===== src/common/superscalar_pkg.sv =====
/*
 * shared widths, vector types, RV32 opcode and funct constants,
 * ALU op, error status and dispatch FSM enums
 */
`default_nettype none

package superscalar_pkg;

	//////////////////////////////////////////////////////////////////////
	// sizes
	//////////////////////////////////////////////////////////////////////
	localparam int LANES    = 3;  // bundle width and lane count
	localparam int XLEN     = 32;
	localparam int NUM_REGS = 32;

	typedef logic [XLEN-1:0] word_t;
	typedef logic [31:0]     inst_t;
	typedef logic [4:0]      reg_idx_t;
	typedef logic [1:0]      count_t;  // 0 .. LANES

	localparam reg_idx_t ZERO_REG = 5'd0;  // x0, hardwired zero

	//////////////////////////////////////////////////////////////////////
	// encodings, supported subset only
	//////////////////////////////////////////////////////////////////////
	localparam logic [6:0] OP_REG = 7'b0110011;  // R-type ALU
	localparam logic [6:0] OP_IMM = 7'b0010011;  // I-type ALU

	localparam logic [2:0] F3_ADD_SUB = 3'b000;
	localparam logic [2:0] F3_SLT     = 3'b010;
	localparam logic [2:0] F3_XOR     = 3'b100;
	localparam logic [2:0] F3_OR      = 3'b110;
	localparam logic [2:0] F3_AND     = 3'b111;

	localparam logic [6:0] F7_BASE = 7'b0000000;
	localparam logic [6:0] F7_SUB  = 7'b0100000;  // sub only

	typedef enum logic [2:0] {
		ALU_ADD,
		ALU_SUB,
		ALU_AND,
		ALU_OR,
		ALU_XOR,
		ALU_SLT
	} alu_op_t;

	typedef enum logic [0:0] {
		NO_ERROR     = 1'b0,
		ILLEGAL_INST = 1'b1
	} error_status_t;

	// four-phase handshake states
	typedef enum logic [1:0] {
		IDLE,
		BUSY,  // bundle in flight
		ACK    // retired, waiting for req low
	} dispatch_state_t;

endpackage

`default_nettype wire


===== src/common/lane_if.sv =====
/*
 * issue_if  dispatch to lane, one instruction and its operands
 * result_if  lane to commit, one finished instruction
 */
`timescale 1ns/1ps
`default_nettype none

interface issue_if;
	import superscalar_pkg::*;

	logic  valid;    // single-cycle pulse
	inst_t inst;
	word_t rs1_val;
	word_t rs2_val;

	modport source (output valid, inst, rs1_val, rs2_val);
	modport sink   (input  valid, inst, rs1_val, rs2_val);
endinterface

interface result_if;
	import superscalar_pkg::*;

	logic     valid;    // single-cycle pulse
	logic     wr_en;    // already low for illegal or x0
	reg_idx_t wr_idx;
	word_t    wr_data;
	logic     illegal;

	modport source (output valid, wr_en, wr_idx, wr_data, illegal);
	modport sink   (input  valid, wr_en, wr_idx, wr_data, illegal);
endinterface

`default_nettype wire


===== src/lane/exec_lane.sv =====
/*
 * one execution lane: decode of the ALU subset, immediate
 * sign extension, ALU and the result register toward commit
 */
`timescale 1ns/1ps
`default_nettype none

module exec_lane (
	input  logic     clock,
	input  logic     reset,
	issue_if.sink    issue,
	result_if.source result
);
	import superscalar_pkg::*;

	logic [6:0] opcode;
	logic [2:0] funct3;
	logic [6:0] funct7;
	reg_idx_t   rd;
	word_t      imm;       // sign-extended I immediate
	word_t      opnd_b;
	word_t      alu_out;
	alu_op_t    alu_op;
	logic       use_imm;
	logic       illegal;

	assign opcode = issue.inst[6:0];
	assign rd     = issue.inst[11:7];
	assign funct3 = issue.inst[14:12];
	assign funct7 = issue.inst[31:25];
	assign imm    = {{(XLEN-12){issue.inst[31]}}, issue.inst[31:20]};

	//////////////////////////////////////////////////////////////////////
	// decode
	//////////////////////////////////////////////////////////////////////
	always_comb begin
		alu_op  = ALU_ADD;
		use_imm = 1'b0;
		illegal = 1'b1;  // until proven otherwise
		case (opcode)
			OP_REG: begin
				case (funct3)
					F3_ADD_SUB: begin
						if (funct7 == F7_BASE) begin
							illegal = 1'b0;
						end else if (funct7 == F7_SUB) begin
							alu_op  = ALU_SUB;
							illegal = 1'b0;
						end
					end
					F3_SLT: begin
						alu_op  = ALU_SLT;
						illegal = (funct7 != F7_BASE);
					end
					F3_XOR: begin
						alu_op  = ALU_XOR;
						illegal = (funct7 != F7_BASE);
					end
					F3_OR: begin
						alu_op  = ALU_OR;
						illegal = (funct7 != F7_BASE);
					end
					F3_AND: begin
						alu_op  = ALU_AND;
						illegal = (funct7 != F7_BASE);
					end
					default: illegal = 1'b1;
				endcase
			end
			OP_IMM: begin
				use_imm = 1'b1;
				illegal = (funct3 != F3_ADD_SUB);  // only addi
			end
			default: illegal = 1'b1;
		endcase
	end

	//////////////////////////////////////////////////////////////////////
	// ALU
	//////////////////////////////////////////////////////////////////////
	assign opnd_b = use_imm ? imm : issue.rs2_val;

	always_comb begin
		case (alu_op)
			ALU_SUB: alu_out = issue.rs1_val - opnd_b;
			ALU_AND: alu_out = issue.rs1_val & opnd_b;
			ALU_OR:  alu_out = issue.rs1_val | opnd_b;
			ALU_XOR: alu_out = issue.rs1_val ^ opnd_b;
			ALU_SLT: alu_out = {{(XLEN-1){1'b0}}, $signed(issue.rs1_val) < $signed(opnd_b)};
			default: alu_out = issue.rs1_val + opnd_b;  // add, addi
		endcase
	end

	// result register, valid follows issue by one cycle
	always_ff @(posedge clock) begin
		if (reset) begin
			result.valid <= 1'b0;
		end else begin
			result.valid <= issue.valid;
		end
	end

	always_ff @(posedge clock) begin
		if (issue.valid) begin
			result.wr_en   <= !illegal && (rd != ZERO_REG);
			result.wr_idx  <= rd;
			result.wr_data <= alu_out;
			result.illegal <= illegal;
		end
	end

endmodule

`default_nettype wire


===== src/flat_wrapper.sv =====
// flat-port wrapper written by rule: the top's interface ports become plain ports
module exec_lane_flat import superscalar_pkg::*;
  (clock, reset, issue_valid, issue_inst, issue_rs1_val, issue_rs2_val, result_valid, result_wr_en, result_wr_idx, result_wr_data, result_illegal);
  issue_if issue_i ();
  result_if result_i ();
  input  logic clock;
  input  logic reset;
  input wire logic [$bits(issue_i.valid)-1:0] issue_valid;
  input wire logic [$bits(issue_i.inst)-1:0] issue_inst;
  input wire logic [$bits(issue_i.rs1_val)-1:0] issue_rs1_val;
  input wire logic [$bits(issue_i.rs2_val)-1:0] issue_rs2_val;
  output wire logic [$bits(result_i.valid)-1:0] result_valid;
  output wire logic [$bits(result_i.wr_en)-1:0] result_wr_en;
  output wire logic [$bits(result_i.wr_idx)-1:0] result_wr_idx;
  output wire logic [$bits(result_i.wr_data)-1:0] result_wr_data;
  output wire logic [$bits(result_i.illegal)-1:0] result_illegal;
  assign issue_i.valid = issue_valid;
  assign issue_i.inst = issue_inst;
  assign issue_i.rs1_val = issue_rs1_val;
  assign issue_i.rs2_val = issue_rs2_val;
  assign result_valid = result_i.valid;
  assign result_wr_en = result_i.wr_en;
  assign result_wr_idx = result_i.wr_idx;
  assign result_wr_data = result_i.wr_data;
  assign result_illegal = result_i.illegal;
  exec_lane u_core (.clock(clock), .reset(reset), .issue(issue_i), .result(result_i));
endmodule

===== config.mk =====
export PLATFORM = sky130hd
export DESIGN_NAME = exec_lane_flat
export DESIGN_NICKNAME = d
export VERILOG_FILES = /design/src/common/superscalar_pkg.sv /design/src/common/lane_if.sv /design/src/lane/exec_lane.sv /design/src/flat_wrapper.sv
export SDC_FILE = /design/constraint.sdc
export NUM_CORES = 1
export LEC_CHECK = 0
export BUFFER_PORTS_ARGS = -buffer_cell sky130_fd_sc_hd__buf_2
export CORE_MARGIN = 5
export CORE_UTILIZATION = 30
export DETAILED_ROUTE_END_ITERATION = 12
export SLEW_MARGIN = 0
export SYNTH_ARGS = -nofsm -noshare
export SYNTH_HDL_FRONTEND = slang
export SYNTH_SLANG_ARGS = --single-unit
export TNS_END_PERCENT = 5

===== constraint.sdc =====
create_clock -name clock -period 5.5 [get_ports clock]
set_input_delay 1.1 -clock clock [delete_from_list [all_inputs] [get_ports clock]]
set_output_delay 1.1 -clock clock [all_outputs]
set_load 0.005 [all_outputs]

==> impl_metrics.csv <==
group,metric,value,unit
detailed_routing,first_pass_iters,6,
die,ios,139,
die,std_cell_rows,56,
synthesis,yosysUniqueCellTypes,79,
synthesis,synth-edff-count,39,
timing,grt_setup_unrepaired,"no",
detailed_routing,antenna_left,0,
cts,clockRootBuffer,"clkbuf_16",
placement,place_hpwl,21.16,mm
finish,nets,1344,
timing,min_period_over_period,93.60,%
power_and_ir_drop,powerDensity,165.3,nW/um^2
cts,cts_made_buffers,5,
critical_path,crit_path_start_kind,"input pin",
timing,finalSetupViolCount,0,
cts,cts.reportedPaths.clkPinSlew,0.06,ns
critical_path,arrival,5.19,ns
power_and_ir_drop,p_leak,4.061,nW
placement,placed_cell_area,8548,sq um
outcome,outcome,"finished, final reports clean",
global_route,grt_max_degree,53,
synthesis,synth.top_cells.by_area,"ha_1 (17%), edfxtp_1 (16%), a21oi_1 (9.5%)",
synthesis,netlist_area,7222,sq um
detailed_routing,wire_per_inst,18.27,um
finish,drive_gt1_share,21.34,%
global_route,antenna_found_initial,0,
cts,cts_sinks,40,
critical_path,crit_type,"in2reg",
timing,layout_setup_ws,0.3522,ns
die,die_h,165.2,um
cts,holdBufCountCts,0,
placement,gp_congestion,0.9200,
synthesis,synthCells,1006,
job,max_cap_violations,0,
cts,clk_path_buf_depth,2,
global_route,grt_pass1_vias,7443,
placement,port_buffers,133,
detailed_routing,drc,0,
synthesis,synthArstFlopShare,0,%
critical_path,worst_ep_required_time,5.55,ns
critical_path,critPathMaxFanout,12,
timing,max_freq,194.3,MHz
critical_path,crit_path_end_kind,"flip-flop",
finish,area_delta_synth_final,20.50,%
global_route,grt_first_pass_wirelength,41.25,mm
finish,fin_cells,1467,
synthesis,synth_flop_cell,"edfxtp_1",
detailed_routing,vias_per_cell,5.470,
synthesis,synth.top_cell.area_share,16.63,%
finish,fin_util,36.85,%
die,core_area,23610,sq um
timing,tightestPinTransition,0.9572,ns
die,initial_core_util,30.58,%
finish,fin_area,8702,sq um
power_and_ir_drop,total_power,1.438,mW
cts,tritoncts,"built",
min_path,min_path_type,"in2reg",
die,fp.dieW,165.2,um
synthesis,ys_warn_count,0,
power_and_ir_drop,irDropWorstVdd,98.74,uV
finish,diodes,0,
placement,dp_slack,0.01797,ns
cts,postCtsSetupRepairBufs,0,
synthesis,synth-seq-cells,40,
timing,maxSlewHeadroom,36.19,%
synthesis,ys_seq_area_share,16.49,%
cts,post_cts_resized,0,
detailed_routing,wl,26.80,mm
timing,final_max_slew_viol_count,0,
synthesis,yosysTopAreaCell,"ha_1",
die,die-area,27280,sq um
placement,dpl.cell_count,1459,
detailed_routing,vias,8025,
global_route,grt_usage,19.02,%
synthesis,synth.avg_cell_area,7.179,sq um
timing,hold_viol,0,
global_route,gr-total-overflow,0,
cts,htree_levels,2,
synthesis,synth.net_count,1203,
timing,min_period,5.148,ns
detailed_routing,drtIter0Drc,530,
==> flip-flops by register name, summed over array words and instances (netlist names) <==
signal,cells
u_core.result.valid,1
u_core.result.illegal,1
u_core.result.wr_data,32
u_core.result.wr_idx,5
u_core.result.wr_en,1
==> cells in the mapped netlist (all sizes together), types with 12 or more instances <==
cell type / instances
nor4: 12
clkbuf: 53
mux2: 14
nor3: 29
ha: 96
a21oi: 138
inv: 99
nor2: 91
nand3: 15
o21ai: 88
nand2: 72
o21bai: 18
edfxtp: 39
a21o: 40
o211ai: 12
==> per-stage QoR <==
stage	hold WS, ns	setup TNS (ns)
finish	0.9533	0
global route	0.9611	0
CTS	0.9512	0
detailed placement	1.262	0
global placement	1.254	-0.009742
floorplan	1.172	0
==> cell usage in the layout, fill, tap and decap left out, types with 12 or more instances in the layout <==
cell | synthesis | layout
o211ai_1 | 12 | 12
o21bai_1 | 18 | 18
buf_4 | 2 | 64
edfxtp_1 | 39 | 39
mux2_2 | 12 | 12
nand2_1 | 72 | 72
o21ai_0 | 77 | 77
a21oi_1 | 137 | 137
buf_2 | 3 | 133
a21o_1 | 40 | 40
ha_1 | 96 | 96
nand3_1 | 15 | 15
nor3_1 | 29 | 29
inv_1 | 93 | 93
nor2_1 | 91 | 90
==> worst paths after layout <==
check	from	to	slack, ns	cells past startpoint
hold / removal	reset	u_core.result.valid	0.95	2
setup / recovery	issue_inst[2]	u_core.result.wr_data[25]	0.35	17
==> report_power, final <==
part | switching (mW) | internal [mW] | total, mW
clock | 0.130 | 0.167 | 0.296
sequential | 0.00767 | 0.385 | 0.393
combinational | 0.443 | 0.306 | 0.749
total | 0.580 | 0.858 | 1.44
==> per-layer routing <==
metal	vias to the layer above	track usage [%]	share of wire (%)
li1	3942	-	-
met1	3733	26.84	46
met2	303	29.77	44
met3	47	3.103	7.4
met4	0	5.709	2.7
met5	-	0	0
==> worst max-delay path, cell delays in order <==
cell and delay [ns]:
buf_2 0.10, and4bb_2 0.30, nand2_1 0.07, or2_2 0.44, buf_4 0.21, mux2_2 0.28
inv_1 0.07, ha_1 0.33, a211oi_1 0.12, o21a_1 0.23, or4_4 0.44, a21oi_4 0.23
a41oi_4 0.16, o21a_4 0.25, o311ai_4 0.28, mux2_1 0.35, a211o_1 0.22
==> logic make-up after synthesis <==
family                     after synthesis  share of synthesized area, %
AOI/OAI and AO/OA                      413                         37.15
xor gates and xnor gates                 3                        0.3639
adders and majority gates               98                         17.19
buffers and inverters                  163                         8.628
DFF                                     40                         16.49
muxes                                   19                         2.876
and+or+nand+nor                        270                         17.31
==> cell type report <==
type | count | area [sq um]
Clock buffer | 5 | 125.1
Clock inverter | 3 | 18.77
Fill cell | 2578 | 14910
Inverter | 100 | 375.4
Multi-Input combinational cell | 803 | 5446
Sequential cell | 40 | 1191
Tap cell | 319 | 399.1
Timing Repair Buffer | 197 | 1146
No activity file was read; power rests on OpenSTA's default activity.
